### src/design/csi2_pkg.sv
package csi2_pkg;

  //////////////////////////////////////////////////
  // packet header
  //////////////////////////////////////////////////

  typedef struct packed {
    logic [1:0] vc;                  // virtual channel
    logic [5:0] dt;                  // data type
  } di_t;

  // one header word, read as a long or a short packet depending on dt
  typedef union packed {
    logic [31:0] raw;
    struct packed {
      logic [7:0]  ecc;
      logic [15:0] wc;               // payload bytes
      di_t         di;
    } lpkt;
    struct packed {
      logic [7:0]  ecc;
      logic [15:0] frame_num;
      di_t         di;
    } spkt;
  } csi2_hdr_u;

  localparam logic [5:0] DT_FRAME_START = 6'h00;
  localparam logic [5:0] DT_FRAME_END   = 6'h01;
  localparam logic [5:0] DT_RAW10       = 6'h2B;

  //////////////////////////////////////////////////
  // RAW10 payload
  //////////////////////////////////////////////////

  // four pixels in five bytes, byte 0 in the low bits
  typedef struct packed {
    logic [7:0]      lsb;            // pixel n bits 1:0 at 2n+1:2n
    logic [3:0][7:0] msb;            // pixel n bits 9:2
  } raw10_grp_t;

endpackage

### src/design/rx_bus_pkg.sv
package rx_bus_pkg;

  //////////////////////////////////////////////////
  // streams
  //////////////////////////////////////////////////

  typedef struct packed {
    logic [31:0] tdata;
    logic        tvalid;
  } word_stream_t;

  typedef struct packed {
    word_stream_t word;
    logic         is_hdr;            // word was checked as a header
    logic         bad;               // uncorrectable header
  } hdr_word_t;

  typedef struct packed {
    csi2_pkg::raw10_grp_t tdata;
    logic                 tuser;     // first group of a frame
    logic                 tlast;     // last group of a line
    logic                 tvalid;
  } grp_stream_t;

  typedef struct packed {
    logic [9:0] tdata;
    logic       tuser;
    logic       tlast;
    logic       tvalid;
  } pix_stream_t;

  //////////////////////////////////////////////////
  // APB and event pulses
  //////////////////////////////////////////////////

  typedef struct packed {
    logic        psel;
    logic        penable;
    logic        pwrite;
    logic [3:0]  paddr;
    logic [31:0] pwdata;
  } apb_req_t;

  typedef struct packed {
    logic [31:0] prdata;
    logic        pready;
    logic        pslverr;
  } apb_rsp_t;

  typedef struct packed {
    logic        frame_start;
    logic        frame_end;
    logic [15:0] frame_num;
    logic        line_done;
  } frame_evt_t;

  typedef struct packed {
    logic corrected;
    logic uncorrectable;
  } ecc_evt_t;

endpackage

### src/design/csi2_apb_regs.sv
module csi2_apb_regs #(
  parameter int CNT_WIDTH = 16
)(
  input  logic                   clk_i,
  input  logic                   rst_n_i,
  input  rx_bus_pkg::apb_req_t   apb_i,
  output rx_bus_pkg::apb_rsp_t   apb_o,
  input  rx_bus_pkg::ecc_evt_t   ecc_evt_i,
  input  rx_bus_pkg::frame_evt_t frame_evt_i,
  output logic                   enable_o
);

  logic                   access;
  logic                   addr_err;
  logic                   wr_en;
  logic [31:0]            rdata;
  logic [CNT_WIDTH - 1:0] cor_q;
  logic [CNT_WIDTH - 1:0] unc_q;
  logic [CNT_WIDTH - 1:0] line_run_q;    // lines of the frame in flight
  logic [CNT_WIDTH - 1:0] lines_q;
  logic [15:0]            frame_q;

  assign access   = apb_i.psel && apb_i.penable;
  assign addr_err = apb_i.paddr > 4'hC;
  assign wr_en    = access && apb_i.pwrite && !addr_err;

  //////////////////////////////////////////////////
  // registers
  //////////////////////////////////////////////////

  always_ff @(posedge clk_i or negedge rst_n_i) begin
    if (!rst_n_i) begin
      enable_o   <= 1'b0;
      cor_q      <= '0;
      unc_q      <= '0;
      line_run_q <= '0;
      lines_q    <= '0;
      frame_q    <= '0;
    end else begin
      if (wr_en && apb_i.paddr[3:2] == 2'd0) enable_o <= apb_i.pwdata[0];
      if (wr_en && apb_i.paddr[3:2] == 2'd1) begin // any write clears
        cor_q <= '0;
        unc_q <= '0;
      end else begin
        if (ecc_evt_i.corrected && cor_q != '1) cor_q <= cor_q + 1'b1;
        if (ecc_evt_i.uncorrectable && unc_q != '1) unc_q <= unc_q + 1'b1;
      end
      if (frame_evt_i.frame_start) begin
        frame_q    <= frame_evt_i.frame_num;
        line_run_q <= '0;
      end else if (frame_evt_i.line_done && line_run_q != '1) begin
        line_run_q <= line_run_q + 1'b1;
      end
      if (frame_evt_i.frame_end) lines_q <= line_run_q;
    end
  end

  always_comb begin
    case (apb_i.paddr[3:2])
      2'd0:    rdata = {31'd0, enable_o};
      2'd1:    rdata = {16'(unc_q), 16'(cor_q)};
      2'd2:    rdata = {16'd0, frame_q};
      default: rdata = 32'(lines_q);
    endcase
  end

  assign apb_o = '{prdata: rdata, pready: 1'b1, pslverr: access && addr_err};

endmodule

### src/design/csi2_hdr_ecc.sv
module csi2_hdr_ecc (
  input  logic                     clk_i,
  input  logic                     rst_n_i,
  input  rx_bus_pkg::word_stream_t in_i,
  output logic                     in_ready_o,
  input  logic                     hdr_expect_i,
  output rx_bus_pkg::hdr_word_t    out_o,
  input  logic                     out_ready_i,
  output rx_bus_pkg::ecc_evt_t     evt_o
);

  // parity membership of data bits 0..23, bit k set when the bit feeds P[k]
  localparam logic [5:0] COL [24] = '{
    6'h07, 6'h0B, 6'h0D, 6'h0E, 6'h13, 6'h15, 6'h16, 6'h19,
    6'h1A, 6'h1C, 6'h23, 6'h25, 6'h26, 6'h29, 6'h2A, 6'h2C,
    6'h31, 6'h32, 6'h34, 6'h38, 6'h1F, 6'h2F, 6'h37, 6'h3B
  };

  logic        load;
  logic [5:0]  calc;
  logic [5:0]  syn;
  logic [31:0] fixed;
  logic        hit;
  logic        valid_q;
  logic [31:0] data_q;
  logic        is_hdr_q;
  logic        bad_q;
  logic        cor_q;
  logic        unc_q;

  assign in_ready_o = !valid_q || out_ready_i; // slice empty or drained
  assign load       = in_i.tvalid && in_ready_o;

  always_comb begin
    calc = '0;
    for (int i = 0; i < 24; i++) begin
      if (in_i.tdata[i]) calc ^= COL[i];
    end
    syn   = calc ^ in_i.tdata[29:24];
    fixed = in_i.tdata;
    hit   = 1'b0;
    for (int i = 0; i < 24; i++) begin
      if (syn == COL[i]) begin
        fixed[i] = ~fixed[i];
        hit      = 1'b1;
      end
    end
    // single set bit points at the ecc field itself
    for (int k = 0; k < 6; k++) begin
      if (syn == 6'(1 << k)) begin
        fixed[24 + k] = ~fixed[24 + k];
        hit           = 1'b1;
      end
    end
  end

  always_ff @(posedge clk_i or negedge rst_n_i) begin
    if (!rst_n_i) begin
      valid_q <= 1'b0;
      cor_q   <= 1'b0;
      unc_q   <= 1'b0;
    end else begin
      if (load) valid_q <= 1'b1;
      else if (out_ready_i) valid_q <= 1'b0;
      cor_q <= load && hdr_expect_i && hit;
      unc_q <= load && hdr_expect_i && (syn != '0) && !hit;
    end
  end

  always_ff @(posedge clk_i) begin
    if (load) begin
      data_q   <= hdr_expect_i ? fixed : in_i.tdata;
      is_hdr_q <= hdr_expect_i;
      bad_q    <= hdr_expect_i && (syn != '0) && !hit;
    end
  end

  assign out_o = '{word: '{tdata: data_q, tvalid: valid_q}, is_hdr: is_hdr_q, bad: bad_q};
  assign evt_o = '{corrected: cor_q, uncorrectable: unc_q};

endmodule

### src/design/csi2_pkt_fsm.sv
module csi2_pkt_fsm (
  input  logic                     clk_i,
  input  logic                     rst_n_i,
  input  logic                     enable_i,
  input  rx_bus_pkg::hdr_word_t    in_i,
  output logic                     in_ready_o,
  output logic                     hdr_expect_o,
  output rx_bus_pkg::word_stream_t out_o,
  output logic                     out_last_o,
  input  logic                     out_ready_i,
  output logic                     cnt_load_o,
  output logic [15:0]              cnt_wc_o,
  output logic                     cnt_en_o,
  input  logic                     last_word_i,
  output rx_bus_pkg::frame_evt_t   evt_o
);
  import csi2_pkg::*;

  typedef enum logic [1:0] {ST_HDR, ST_PAYLOAD, ST_DROP, ST_FOOTER} state_e;

  state_e    state_q;
  state_e    state_d;
  csi2_hdr_u hdr;
  logic      take;
  logic      in_hdr;
  logic      is_long;
  logic      good_vc0;
  logic      in_body;

  assign hdr.raw    = in_i.word.tdata;
  assign is_long    = hdr.lpkt.di.dt >= 6'h10;
  assign good_vc0   = !in_i.bad && (hdr.lpkt.di.vc == 2'd0);
  assign in_ready_o = !(enable_i && state_q == ST_PAYLOAD) || out_ready_i; // sink when off
  assign take       = in_i.word.tvalid && in_ready_o;
  assign in_hdr     = take && enable_i && state_q == ST_HDR && in_i.is_hdr;
  assign in_body    = take && enable_i && (state_q == ST_PAYLOAD || state_q == ST_DROP);

  always_comb begin
    state_d = state_q;
    case (state_q)
      ST_HDR: begin
        // a bad short header, or a word that failed as a header, is skipped alone
        if (in_i.is_hdr && is_long) begin
          if (hdr.lpkt.wc == '0) state_d = ST_FOOTER;
          else if (good_vc0 && hdr.lpkt.di.dt == DT_RAW10) state_d = ST_PAYLOAD;
          else state_d = ST_DROP;
        end
      end
      ST_PAYLOAD, ST_DROP: if (last_word_i) state_d = ST_FOOTER;
      default: state_d = ST_HDR;
    endcase
    if (!enable_i) state_d = ST_HDR;
  end

  always_ff @(posedge clk_i or negedge rst_n_i) begin
    if (!rst_n_i) state_q <= ST_HDR;
    else if (take || !enable_i) state_q <= state_d;
  end

  // the word entering the ECC stage follows the one held in front of us
  assign hdr_expect_o = enable_i &&
                        (in_i.word.tvalid ? state_d == ST_HDR : state_q == ST_HDR);

  assign out_o      = '{tdata: in_i.word.tdata,
                        tvalid: enable_i && state_q == ST_PAYLOAD && in_i.word.tvalid};
  assign out_last_o = state_q == ST_PAYLOAD && last_word_i;

  assign cnt_wc_o   = hdr.lpkt.wc;
  assign cnt_load_o = in_hdr && is_long && hdr.lpkt.wc != '0;
  assign cnt_en_o   = in_body;

  assign evt_o = '{
    frame_start: in_hdr && !is_long && good_vc0 && hdr.spkt.di.dt == DT_FRAME_START,
    frame_end:   in_hdr && !is_long && good_vc0 && hdr.spkt.di.dt == DT_FRAME_END,
    frame_num:   hdr.spkt.frame_num,
    line_done:   in_body && state_q == ST_PAYLOAD && last_word_i
  };

endmodule

### src/design/csi2_px_serializer.sv
module csi2_px_serializer (
  input  logic                    clk_i,
  input  logic                    rst_n_i,
  input  rx_bus_pkg::grp_stream_t in_i,
  output logic                    in_ready_o,
  output rx_bus_pkg::pix_stream_t video_o,
  input  logic                    video_ready_i
);
  import csi2_pkg::*;

  raw10_grp_t grp_q;
  logic       user_q;
  logic       last_q;
  logic       full_q;
  logic [1:0] idx_q;                     // pixel being shown
  logic       step;
  logic       take;

  assign step       = full_q && video_ready_i;
  assign in_ready_o = !full_q || (step && idx_q == 2'd3);
  assign take       = in_i.tvalid && in_ready_o;

  always_ff @(posedge clk_i or negedge rst_n_i) begin
    if (!rst_n_i) begin
      full_q <= 1'b0;
      idx_q  <= '0;
    end else if (take) begin
      full_q <= 1'b1;
      idx_q  <= '0;
    end else if (step) begin
      full_q <= idx_q != 2'd3;
      idx_q  <= idx_q + 2'd1;
    end
  end

  always_ff @(posedge clk_i) begin
    if (take) begin
      grp_q  <= in_i.tdata;
      user_q <= in_i.tuser;
      last_q <= in_i.tlast;
    end
  end

  assign video_o = '{
    tdata:  {grp_q.msb[idx_q], grp_q.lsb[idx_q * 2 +: 2]},
    tuser:  user_q && idx_q == 2'd0,
    tlast:  last_q && idx_q == 2'd3,
    tvalid: full_q
  };

endmodule

### src/design/csi2_raw10_gbx.sv
module csi2_raw10_gbx (
  input  logic                     clk_i,
  input  logic                     rst_n_i,
  input  rx_bus_pkg::word_stream_t in_i,
  input  logic                     in_last_i,
  input  logic                     frame_start_i,
  output logic                     in_ready_o,
  output rx_bus_pkg::grp_stream_t  out_o,
  input  logic                     out_ready_i
);
  import csi2_pkg::*;

  logic [63:0] buf_q;
  logic [63:0] buf_d;
  logic [3:0]  cnt_q;                    // bytes held, 0..8
  logic [3:0]  cnt_d;
  logic [3:0]  cnt_mid;
  logic        grp_valid;
  logic        push;
  logic        pop;
  logic        line_end_q;               // buffer ends on a line boundary
  logic        sof_pend_q;               // frame start seen, no payload yet
  logic        sof_grp_q;                // bottom group opens the frame

  assign grp_valid  = cnt_q >= 4'd5;
  assign pop        = grp_valid && out_ready_i;
  assign in_ready_o = cnt_q <= 4'd4 || pop;
  assign push       = in_i.tvalid && in_ready_o;

  //////////////////////////////////////////////////
  // residue buffer, little endian
  //////////////////////////////////////////////////

  always_comb begin
    cnt_mid = pop ? cnt_q - 4'd5 : cnt_q;
    buf_d   = pop ? buf_q >> 40 : buf_q;
    cnt_d   = cnt_mid;
    if (push) begin
      buf_d[cnt_mid * 8 +: 32] = in_i.tdata;
      cnt_d = cnt_mid + 4'd4;
    end
  end

  always_ff @(posedge clk_i) begin
    buf_q <= buf_d;
  end

  always_ff @(posedge clk_i or negedge rst_n_i) begin
    if (!rst_n_i) begin
      cnt_q      <= '0;
      line_end_q <= 1'b0;
      sof_pend_q <= 1'b0;
      sof_grp_q  <= 1'b0;
    end else begin
      cnt_q <= cnt_d;
      if (push) line_end_q <= in_last_i;
      if (frame_start_i) sof_pend_q <= 1'b1;
      else if (push) sof_pend_q <= 1'b0;
      if (push && sof_pend_q) sof_grp_q <= 1'b1; // lines start group aligned
      else if (pop) sof_grp_q <= 1'b0;
    end
  end

  assign out_o = '{
    tdata:  raw10_grp_t'(buf_q[39:0]),
    tuser:  sof_grp_q,
    tlast:  line_end_q && cnt_q == 4'd5,
    tvalid: grp_valid
  };

endmodule

### src/design/csi2_rx_top.sv
module csi2_rx_top #(
  parameter int CNT_WIDTH = 16
)(
  input  logic                     px_clk_i,
  input  logic                     rst_n_i,
  input  rx_bus_pkg::word_stream_t pkt_i,
  output logic                     pkt_ready_o,
  output rx_bus_pkg::pix_stream_t  video_o,
  input  logic                     video_ready_i,
  input  rx_bus_pkg::apb_req_t     apb_i,
  output rx_bus_pkg::apb_rsp_t     apb_o
);
  import rx_bus_pkg::*;

  hdr_word_t    ecc_word;
  ecc_evt_t     ecc_evt;
  frame_evt_t   frame_evt;
  word_stream_t pay_word;
  grp_stream_t  grp;
  logic         hdr_expect;
  logic         fsm_ready;
  logic         pay_last;
  logic         gbx_ready;
  logic         ser_ready;
  logic         cnt_load;
  logic [15:0]  cnt_wc;
  logic         cnt_en;
  logic         last_word;
  logic         enable;

  csi2_hdr_ecc hdr_ecc (
    .clk_i        ( px_clk_i    ),
    .rst_n_i      ( rst_n_i     ),
    .in_i         ( pkt_i       ),
    .in_ready_o   ( pkt_ready_o ),
    .hdr_expect_i ( hdr_expect  ),
    .out_o        ( ecc_word    ),
    .out_ready_i  ( fsm_ready   ),
    .evt_o        ( ecc_evt     )
  );

  csi2_pkt_fsm pkt_fsm (
    .clk_i        ( px_clk_i   ),
    .rst_n_i      ( rst_n_i    ),
    .enable_i     ( enable     ),
    .in_i         ( ecc_word   ),
    .in_ready_o   ( fsm_ready  ),
    .hdr_expect_o ( hdr_expect ),
    .out_o        ( pay_word   ),
    .out_last_o   ( pay_last   ),
    .out_ready_i  ( gbx_ready  ),
    .cnt_load_o   ( cnt_load   ),
    .cnt_wc_o     ( cnt_wc     ),
    .cnt_en_o     ( cnt_en     ),
    .last_word_i  ( last_word  ),
    .evt_o        ( frame_evt  )
  );

  csi2_word_counter word_cnt (
    .clk_i       ( px_clk_i  ),
    .rst_n_i     ( rst_n_i   ),
    .load_i      ( cnt_load  ),
    .wc_i        ( cnt_wc    ),
    .en_i        ( cnt_en    ),
    .last_word_o ( last_word )
  );

  csi2_raw10_gbx gbx (
    .clk_i         ( px_clk_i              ),
    .rst_n_i       ( rst_n_i               ),
    .in_i          ( pay_word              ),
    .in_last_i     ( pay_last              ),
    .frame_start_i ( frame_evt.frame_start ),
    .in_ready_o    ( gbx_ready             ),
    .out_o         ( grp                   ),
    .out_ready_i   ( ser_ready             )
  );

  csi2_px_serializer px_ser (
    .clk_i         ( px_clk_i      ),
    .rst_n_i       ( rst_n_i       ),
    .in_i          ( grp           ),
    .in_ready_o    ( ser_ready     ),
    .video_o       ( video_o       ),
    .video_ready_i ( video_ready_i )
  );

  csi2_apb_regs #(
    .CNT_WIDTH   ( CNT_WIDTH )
  ) regs (
    .clk_i       ( px_clk_i  ),
    .rst_n_i     ( rst_n_i   ),
    .apb_i       ( apb_i     ),
    .apb_o       ( apb_o     ),
    .ecc_evt_i   ( ecc_evt   ),
    .frame_evt_i ( frame_evt ),
    .enable_o    ( enable    )
  );

endmodule

### src/design/csi2_word_counter.sv
module csi2_word_counter (
  input  logic        clk_i,
  input  logic        rst_n_i,
  input  logic        load_i,
  input  logic [15:0] wc_i,
  input  logic        en_i,
  output logic        last_word_o
);

  logic [15:0] left_q;                   // payload bytes still to come

  always_ff @(posedge clk_i or negedge rst_n_i) begin
    if (!rst_n_i) begin
      left_q <= '0;
    end else if (load_i) begin
      left_q <= wc_i;
    end else if (en_i) begin
      left_q <= (left_q > 16'd4) ? left_q - 16'd4 : '0;
    end
  end

  assign last_word_o = left_q <= 16'd4;

endmodule

### config.mk
export PLATFORM = sky130hd
export DESIGN_NAME = csi2_rx_top
export DESIGN_NICKNAME = d
export VERILOG_FILES = /design/src/design/csi2_pkg.sv /design/src/design/rx_bus_pkg.sv /design/src/design/csi2_apb_regs.sv /design/src/design/csi2_hdr_ecc.sv /design/src/design/csi2_pkt_fsm.sv /design/src/design/csi2_px_serializer.sv /design/src/design/csi2_raw10_gbx.sv /design/src/design/csi2_rx_top.sv /design/src/design/csi2_word_counter.sv
export SDC_FILE = /design/constraint.sdc
export NUM_CORES = 1
export LEC_CHECK = 0
export BUFFER_PORTS_ARGS = -buffer_cell sky130_fd_sc_hd__buf_2
export CORE_UTILIZATION = 60
export DETAILED_ROUTE_END_ITERATION = 7
export PLACE_DENSITY = 0.83
export SLEW_MARGIN = 20
export SYNTH_ARGS = -nofsm -noshare
export SYNTH_HDL_FRONTEND = slang
export SYNTH_SLANG_ARGS = --single-unit
### constraint.sdc
create_clock -name px_clk_i -period 10.1 [get_ports px_clk_i]
set_input_delay 1.01 -clock px_clk_i [delete_from_list [all_inputs] [get_ports px_clk_i]]
set_output_delay 1.01 -clock px_clk_i [all_outputs]
set_load 0.01 [all_outputs]
==> Yosys cells after proc, flatten, opt, wreduce, memory -nomap -nowiden <==
Index checks and enable logic that the tools add are counted.
{ "word_totals": {"elab_cells": 337, "regBits": 252, "output_inout_bits": 48, "input_bits": 75} }
{ "classes": {"magnitude_cmp": 7, "n_shift": 3, "addsub": 8, "eq_ne": 42, "n_bitwise": 54, "mux": 119, "reduce_logical": 76} }
{ "ops": {"columns": ["op", "n"], "rows": [
  ["2-to-1 mux 16 bit", 9],
  ["2-to-1 mux 64 bit", 2],
  ["case mux 32 bit (3 select lines)", 1],
  ["== test 6 bit, second input constant", 15],
  ["2-to-1 mux 6 bit", 13],
  ["2-to-1 mux 1 bit", 69],
  ["bitwise mux 64 bit", 1],
  ["variable shift 32 x 34 -> 64 bit, first input constant", 1],
  ["variable part select 32 x 34 -> 64 bit", 1],
  ["adder 16 x 1 -> 16 bit, second input constant", 3],
  ["== test 6 x 5 -> 1 bit, second input constant", 8],
  ["inequality test 16 bit, second input constant", 3],
  ["NOT 3 bit", 16],
  ["logical AND 1 bit", 44],
  ["2-to-1 mux 5 bit", 7],
  ["negator 7 -> 34 bit", 1],
  ["2-to-1 mux 30 bit", 1],
  ["NOT 1 bit", 30],
  ["== test 6 x 4 -> 1 bit, second input constant", 4],
  ["2-to-1 mux 4 bit", 5],
  ["NOT 5 bit", 4],
  ["binary-select mux 8 bit (select 2 bit)", 1],
  ["> comparator 16 x 3 -> 1 bit, second input constant", 1],
  ["<= comparator 16 x 3 -> 1 bit, second input constant", 1],
  ["32 further kinds", 68]
]} }

==> Longest topological paths before layout <==
{ "depth": {"depth_word": 81, "ltp_mapped": 21} }

==> Modules after synthesis <==
A second synthesis with hierarchy kept.
{ "unflattened": {"hier_cells": 1484, "area_unflattened_um2": 15431.0} }
{ "modules_own_cells": {"columns": ["module", "instances", "cells_per_inst", "area_each_um2"], "rows": [
  ["csi2_raw10_gbx", 1, 535, 4865.9],
  ["csi2_apb_regs", 1, 431, 4403.0],
  ["csi2_hdr_ecc", 1, 203, 2543.7],
  ["csi2_px_serializer", 1, 76, 1701.6],
  ["csi2_word_counter", 1, 122, 1024.7],
  ["csi2_pkt_fsm", 1, 117, 892.1]
]} }

==> Worst setup path after synthesis <==
No wires, ideal clock.
{ "synth_timing": {"path_type": "input-to-reg", "startpoint": "input port video_ready_i", "endpoint": "register gbx.buf_q[31]", "n_path_buf": 3, "setup_ns": 0.074, "stages": 17, "setup_slack_ns": 5.356, "t_required_ns": 10.026, "t_arrival_ns": 4.670, "cell_sequence": "a21boi_1 > or2_2 > clkbuf_1 > inv_2 > xnor2_1 > inv_2 > clkbuf_1 > ha_1 > inv_1 > ha_1 > clkbuf_1 > nand2_1 > nor2_1 > nand2_1 > nor2_1 > a2bb2oi_1 > mux2i_1"} }
{ "synth_via": {"elab_chain_len": 9} }
{ "synth_rtl": {"columns": ["item", "line_no", "source"], "rows": [
  ["from (decl)", "csi2_rx_top.sv:9", "input logic video_ready_i,"],
  ["logical AND 1 bit (*)", "csi2_px_serializer.sv:19", "assign step = full_q && video_ready_i;"],
  ["logical AND 1 bit (*)", "csi2_px_serializer.sv:20", "assign in_ready_o = !full_q || (step && idx_q == 2'd3);"],
  ["logical OR 1 bit (*)", "csi2_px_serializer.sv:20", null],
  ["logical AND 1 bit (*)", "csi2_raw10_gbx.sv:26", "assign pop = grp_valid && out_ready_i;"],
  ["via gbx.pop", "csi2_raw10_gbx.sv:20", "logic pop;"],
  ["2-to-1 mux 4 bit", "csi2_raw10_gbx.sv:35", "cnt_mid = pop ? cnt_q - 4'd5 : cnt_q;"],
  ["negator 7 -> 34 bit", "csi2_raw10_gbx.sv:39", "buf_d[cnt_mid * 8 +: 32] = in_i.tdata;"],
  ["variable part select 32 x 34 -> 64 bit / variable shift 32 x 34 -> 64 bit (equally long branches)", "csi2_raw10_gbx.sv:39", null],
  ["bitwise mux 64 bit", "csi2_raw10_gbx.sv:39", null],
  ["2-to-1 mux 64 bit (*)", "csi2_raw10_gbx.sv:38", "if (push) begin"],
  ["via gbx.buf_d[31]", "csi2_raw10_gbx.sv:14", "logic [63:0] buf_d;"],
  ["to (signal assigned)", "csi2_raw10_gbx.sv:45", "buf_q <= buf_d;"],
  ["to (decl)", "csi2_raw10_gbx.sv:13", "logic [63:0] buf_q;"]
]} }
The timed path passes the listed nets; every way through them passes the cells marked *.
A chain may end at the register's enable or synchronous reset.

==> Worst setup path in the final report <==
{ "layout_timing": {"startpoint": "register px_ser.idx_q[0]", "endpoint": "register gbx.buf_q[9]"} }
{ "layout_via": {"elab_chain_len": 9} }
{ "layout_rtl": {"columns": ["item", "line_no", "source"], "rows": [
  ["from (decl)", "csi2_px_serializer.sv:15", "logic [1:0] idx_q;"],
  ["from (signal assigned)", "csi2_px_serializer.sv:32", "idx_q <= idx_q + 2'd1;"],
  ["== test 2 bit (*)", "csi2_px_serializer.sv:20", null],
  ["logical AND 1 bit (*)", "csi2_px_serializer.sv:20", null],
  ["logical OR 1 bit (*)", "csi2_px_serializer.sv:20", null],
  ["logical AND 1 bit (*)", "csi2_raw10_gbx.sv:26", null],
  ["via gbx.pop", "csi2_raw10_gbx.sv:20", null],
  ["2-to-1 mux 4 bit", "csi2_raw10_gbx.sv:35", null],
  ["negator 7 -> 34 bit", "csi2_raw10_gbx.sv:39", null],
  ["variable part select 32 x 34 -> 64 bit / variable shift 32 x 34 -> 64 bit (equally long branches)", "csi2_raw10_gbx.sv:39", null],
  ["bitwise mux 64 bit", "csi2_raw10_gbx.sv:39", null],
  ["2-to-1 mux 64 bit (*)", "csi2_raw10_gbx.sv:38", null],
  ["via gbx.buf_d[9]", "csi2_raw10_gbx.sv:14", null]
]} }
Marks and branches as above.

==> results.txt <==
Ordered list of cells on the worst path: ha_1 -> a21boi_1 -> or2_2 -> buf_4 -> inv_2 -> xnor2_2 -> buf_4 -> inv_2 -> ha_1 -> inv_1 -> ha_1 -> inv_1 -> nand2_1 -> nor2_1 -> inv_1 -> nor2_1 -> a22oi_1 -> mux2i_1
CTS tree: yes
Detail Placement HPWL: 24000 um
Net Switching: 1.77 mW
Startpoint of the lowest-slack register-to-register path: px_ser.idx_q[0]
Final total negative setup slack: 0 ps
Worst Hold Path Cells: 0
Count of flip-flops with a built-in enable after synthesis: 76
Critical path origin: px_ser.idx_q[0]
Yosys warns: 0
Routed wire length: 34100 um
Number of buffers added to fix hold violations after cts: 0
Register bit total from synthesis: 252
Distinct cell type count of the synthesized netlist: 78
Number of post-CTS setup repair buffers: 0
Category of the worst setup path launch point: flip-flop
R2r setup slk: 2780 ps
Maximum fanout encountered on the critical timing path: 66
Portion of the clock cycle consumed by the worst path in the final layout: 72.5%
Classification of the worst setup path: reg -> reg
Final hold violations: 0
Run status: finished clean
Global routing usage summed across all routing layers: 29.1%
First-pass GRT wire length: 54500 um
Reg-to-reg endpoint: gbx.buf_q[9]
Worst min-delay path category: reg -> reg
Transition time at the pin with the least slew margin: 1100 ps
Synth Net Count: 1423
H-tree lvl count: 1
Utilization of the core after routing: 67.9%
Sequential group share of total power: 31.6%
Die width: 154 um
Maximum number of pins on one net before global-route repair: 78
Time the worst path needs with I/O delays and setup: 7320 ps
Count of buffers inserted at the top-level ports: 90
Combined area of all synthesized cells: 13800 um^2
Logic depth of the worst register-to-register path: 18
Drt wl/cell: 20.1 um
Crit path max-delay cell type: sky130_fd_sc_hd__buf_4
Core Region: 22600 um^2
TritonCTS Buffers: 26
Std-Cell Rows: 55
Number of DRC violations after detailed routing: 0
Initial antenna violation count: 0
Io pins: 123
Fmax: 137 MHz
Clock tree root driver cell: sky130_fd_sc_hd__clkbuf_16
Internal Power: 2.51 mW
Top delay family on crit path: buffers and inverters
Final Setup Violations: 0
Share of synthesized flip-flops with an asynchronous set or reset: 44.4%
Most used DFF post-synth: sky130_fd_sc_hd__dfrtp_1
Starting density of the core: 61.1%
Syn Inst Count: 1331
Worst clock skew on the final layout: 9.22 ps
Count of TritonRoute iterations in the first routing pass: 6
CTS sink cnt: 252
Critical path's largest stage delay: 640 ps
CTS-repair resized insts: 0
Endpoint of the worst hold path: px_ser.grp_q[25]
Global placer's final weighted congestion: 0.934
Number of vias after detailed routing: 10600
Combinational share of power: 45.0%
Clk Latency, worst-skew pair: 530 ps
Ratio of routed vias to standard cells: 6.23
Source of the worst hold timing path: gbx.buf_q[25]
Worst vdd rail ir drop: 0.230 mV
Capturing element type of the critical path: flip-flop
Longest Clk Path Bufs: 3
Cell area power density: 279 nW/um^2
Number of nets with antenna violations after detailed routing: 0
Final layout net count: 1488
Share of power burned in the clock network: 23.4%
Mean instance size in the synthesized netlist: 10.4 um^2
Share of final-layout standard cells stronger than drive strength 1: 16.3%
Synth-to-Final Area Change: 11.2%
Cell count after placement: 1653
Pins Over Slew Limit: 0
Worst Path Buf+Inv: 7
Non-filler cells, final: 1700
Data required time at the worst endpoint: 10560 ps
Setup repair after global routing missed its margin: no
CP arrival: 7780 ps
Total power of the final layout: 4.28 mW
Sequential share of the synthesized area: 46.2%
Clock slew at the register clock pins of the worst setup and hold paths: 60 ps
Count of routing violations after the opening detailed-route iteration: 1204
Vias in the first global route: 10200
Total inserted antenna cells: 0
Max-Cap Viols: 0
Height of the die: 154 um
Worst slew margin relative to its limit: 25.9%
Total global routing overflow: 0
Die area: 23600 um^2
Switching fraction of total power: 41.3%
Static leakage power: 6.50 nW
worst reg2reg max path, delay by kind of cell, from the launching register on:
family | cells | cell delay (ps)
adder cells (fa/ha/maj) | 3 | 1170
buffers and inverters | 7 | 2950
AO/OA/AOI/OAI | 2 | 650
AND/OR/NAND/NOR | 4 | 1380
XOR/XNOR | 1 | 290
multiplexers | 1 | 170
flip-flops | 1 | 620
state kept, by name, summed over array words and instances (netlist names), 2 cells and up:
| name | flops |
|---|---|
| pkt_fsm.state_q | 2 |
| regs.cor_q | 16 |
| regs.lines_q | 16 |
| hdr_ecc.data_q | 32 |
| regs.unc_q | 16 |
| regs.line_run_q | 16 |
| gbx.buf_q | 64 |
| word_cnt.left_q | 16 |
| gbx.cnt_q | 4 |
| regs.frame_q | 16 |
| px_ser.grp_q | 40 |
| px_ser.idx_q | 2 |
stage by stage:
| step | cell area (um^2) | setup slack, ps | hold slack [ps] |
|---|---|---|---|
| after detailed placement | 14400 | 2870 | 415 |
| after global placement | 14400 | 3070 | 413 |
| after global routing | 15300 | 2380 | 440 |
| after CTS | 15300 | 2920 | 431 |
| after floorplan | 13800 | 5360 | 408 |
| final | 15300 | 2780 | 431 |
power groups by stage:
| stage | combinational [mW] | clock (mW) | sequential [mW] |
|---|---|---|---|
| 6_report | 1.93 | 1.00 | 1.35 |
| 5_1_grt | 2.07 | 1.05 | 1.37 |
| 4_1_cts | 1.88 | 1.01 | 1.35 |
| 3_5_place_dp | 1.87 | 0 | 1.37 |
| 3_3_place_gp | 1.83 | 0 | 1.36 |
| 2_1_floorplan | 1.48 | 0 | 1.29 |
logic make-up after synthesis:
kind of cell | synth area share, %
other | 0.0272
XOR/XNOR | 9.48
flip-flops | 46.2
AND/OR/NAND/NOR | 15.6
buffers and inverters | 2.56
AO/OA/AOI/OAI | 10.2
multiplexers | 14.4
adder cells (fa/ha/maj) | 1.54
Yosys cell counts (all sizes together), types with 18 or more instances:
master / instances / area, um^2
nand2: 166 / 623
nor2: 129 / 494
mux2i: 120 / 1200
dfrtp: 112 / 2800
xnor2: 77 / 697
edfxtp: 76 / 2280
dfxtp: 64 / 1280
o21ai: 50 / 250
mux2: 48 / 541
a21oi: 45 / 229
clkbuf: 44 / 165
xor2: 40 / 358
a22oi: 28 / 210
and2: 27 / 169
inv: 27 / 101
nand3: 26 / 130
nor3: 22 / 125
a22o: 18 / 158
and3: 18 / 113
buf: 18 / 86.3
area by class of cell:
type                            count  area, um^2
Tap cell                          285         357
Inverter                           27         101
Sequential cell                   252        6370
Timing Repair Buffer               99         520
Fill cell                        1733        7240
Clock inverter                     10         106
Clock buffer                       37         796
Multi-Input combinational cell    990        7080
how the worst max path moves through the flow:
stage / endpoint / slack (ps) / cells after the start
finish: gbx.buf_q[9] / 2780 / 18
global route: gbx.buf_q[11] / 2380 / 18
CTS: gbx.buf_q[11] / 2920 / 18
detailed placement: gbx.buf_q[11] / 2870 / 18
global placement: gbx.buf_q[10] / 3070 / 18
floorplan: gbx.buf_q[31] / 5360 / 17
routing by layer:
| metal | global-route usage [%] | vias up | routed length [um] | share of wire (%) |
|---|---|---|---|---|
| li1 | - | 4891 | - | - |
| met1 | 40.2 | 5138 | 14400 | 42 |
| met2 | 46.9 | 479 | 16100 | 47 |
| met3 | 4.88 | 80 | 2540 | 7.4 |
| met4 | 9.81 | 0 | 1110 | 3.3 |
| met5 | 0 | - | 0 | 0 |
placed cells by master (no fill, tap or decap), types with 5 or more instances in the layout:
cell / Yosys / final
sky130_fd_sc_hd__mux2_2: 48 / 48
sky130_fd_sc_hd__edfxtp_1: 76 / 76
sky130_fd_sc_hd__a21oi_1: 44 / 44
sky130_fd_sc_hd__nor4_1: 12 / 12
sky130_fd_sc_hd__buf_2: 6 / 89
sky130_fd_sc_hd__nand2b_1: 7 / 7
sky130_fd_sc_hd__a22o_1: 18 / 18
sky130_fd_sc_hd__ha_1: 17 / 17
sky130_fd_sc_hd__xor2_1: 39 / 39
sky130_fd_sc_hd__nor2_1: 127 / 126
sky130_fd_sc_hd__or3_1: 5 / 5
sky130_fd_sc_hd__a32oi_1: 11 / 11
sky130_fd_sc_hd__nand4_1: 17 / 17
sky130_fd_sc_hd__o2111ai_1: 8 / 8
sky130_fd_sc_hd__or4_1: 5 / 5
sky130_fd_sc_hd__clkbuf_16: 0 / 29
sky130_fd_sc_hd__o21ai_0: 45 / 45
sky130_fd_sc_hd__o2bb2ai_1: 10 / 10
sky130_fd_sc_hd__o21ai_1: 5 / 5
sky130_fd_sc_hd__buf_4: 3 / 10
sky130_fd_sc_hd__dfxtp_1: 64 / 64
sky130_fd_sc_hd__nand3_1: 26 / 26
sky130_fd_sc_hd__inv_1: 25 / 25
sky130_fd_sc_hd__xnor3_1: 8 / 8
sky130_fd_sc_hd__nand2_1: 166 / 166
sky130_fd_sc_hd__and3_1: 18 / 18
sky130_fd_sc_hd__a22oi_1: 28 / 28
sky130_fd_sc_hd__nor3_1: 19 / 19
sky130_fd_sc_hd__dfrtp_1: 112 / 112
sky130_fd_sc_hd__mux4_2: 11 / 11
sky130_fd_sc_hd__mux2i_1: 120 / 120
sky130_fd_sc_hd__and2_1: 26 / 26
sky130_fd_sc_hd__xnor2_1: 74 / 73
Power figures use the tool's default switching activity.
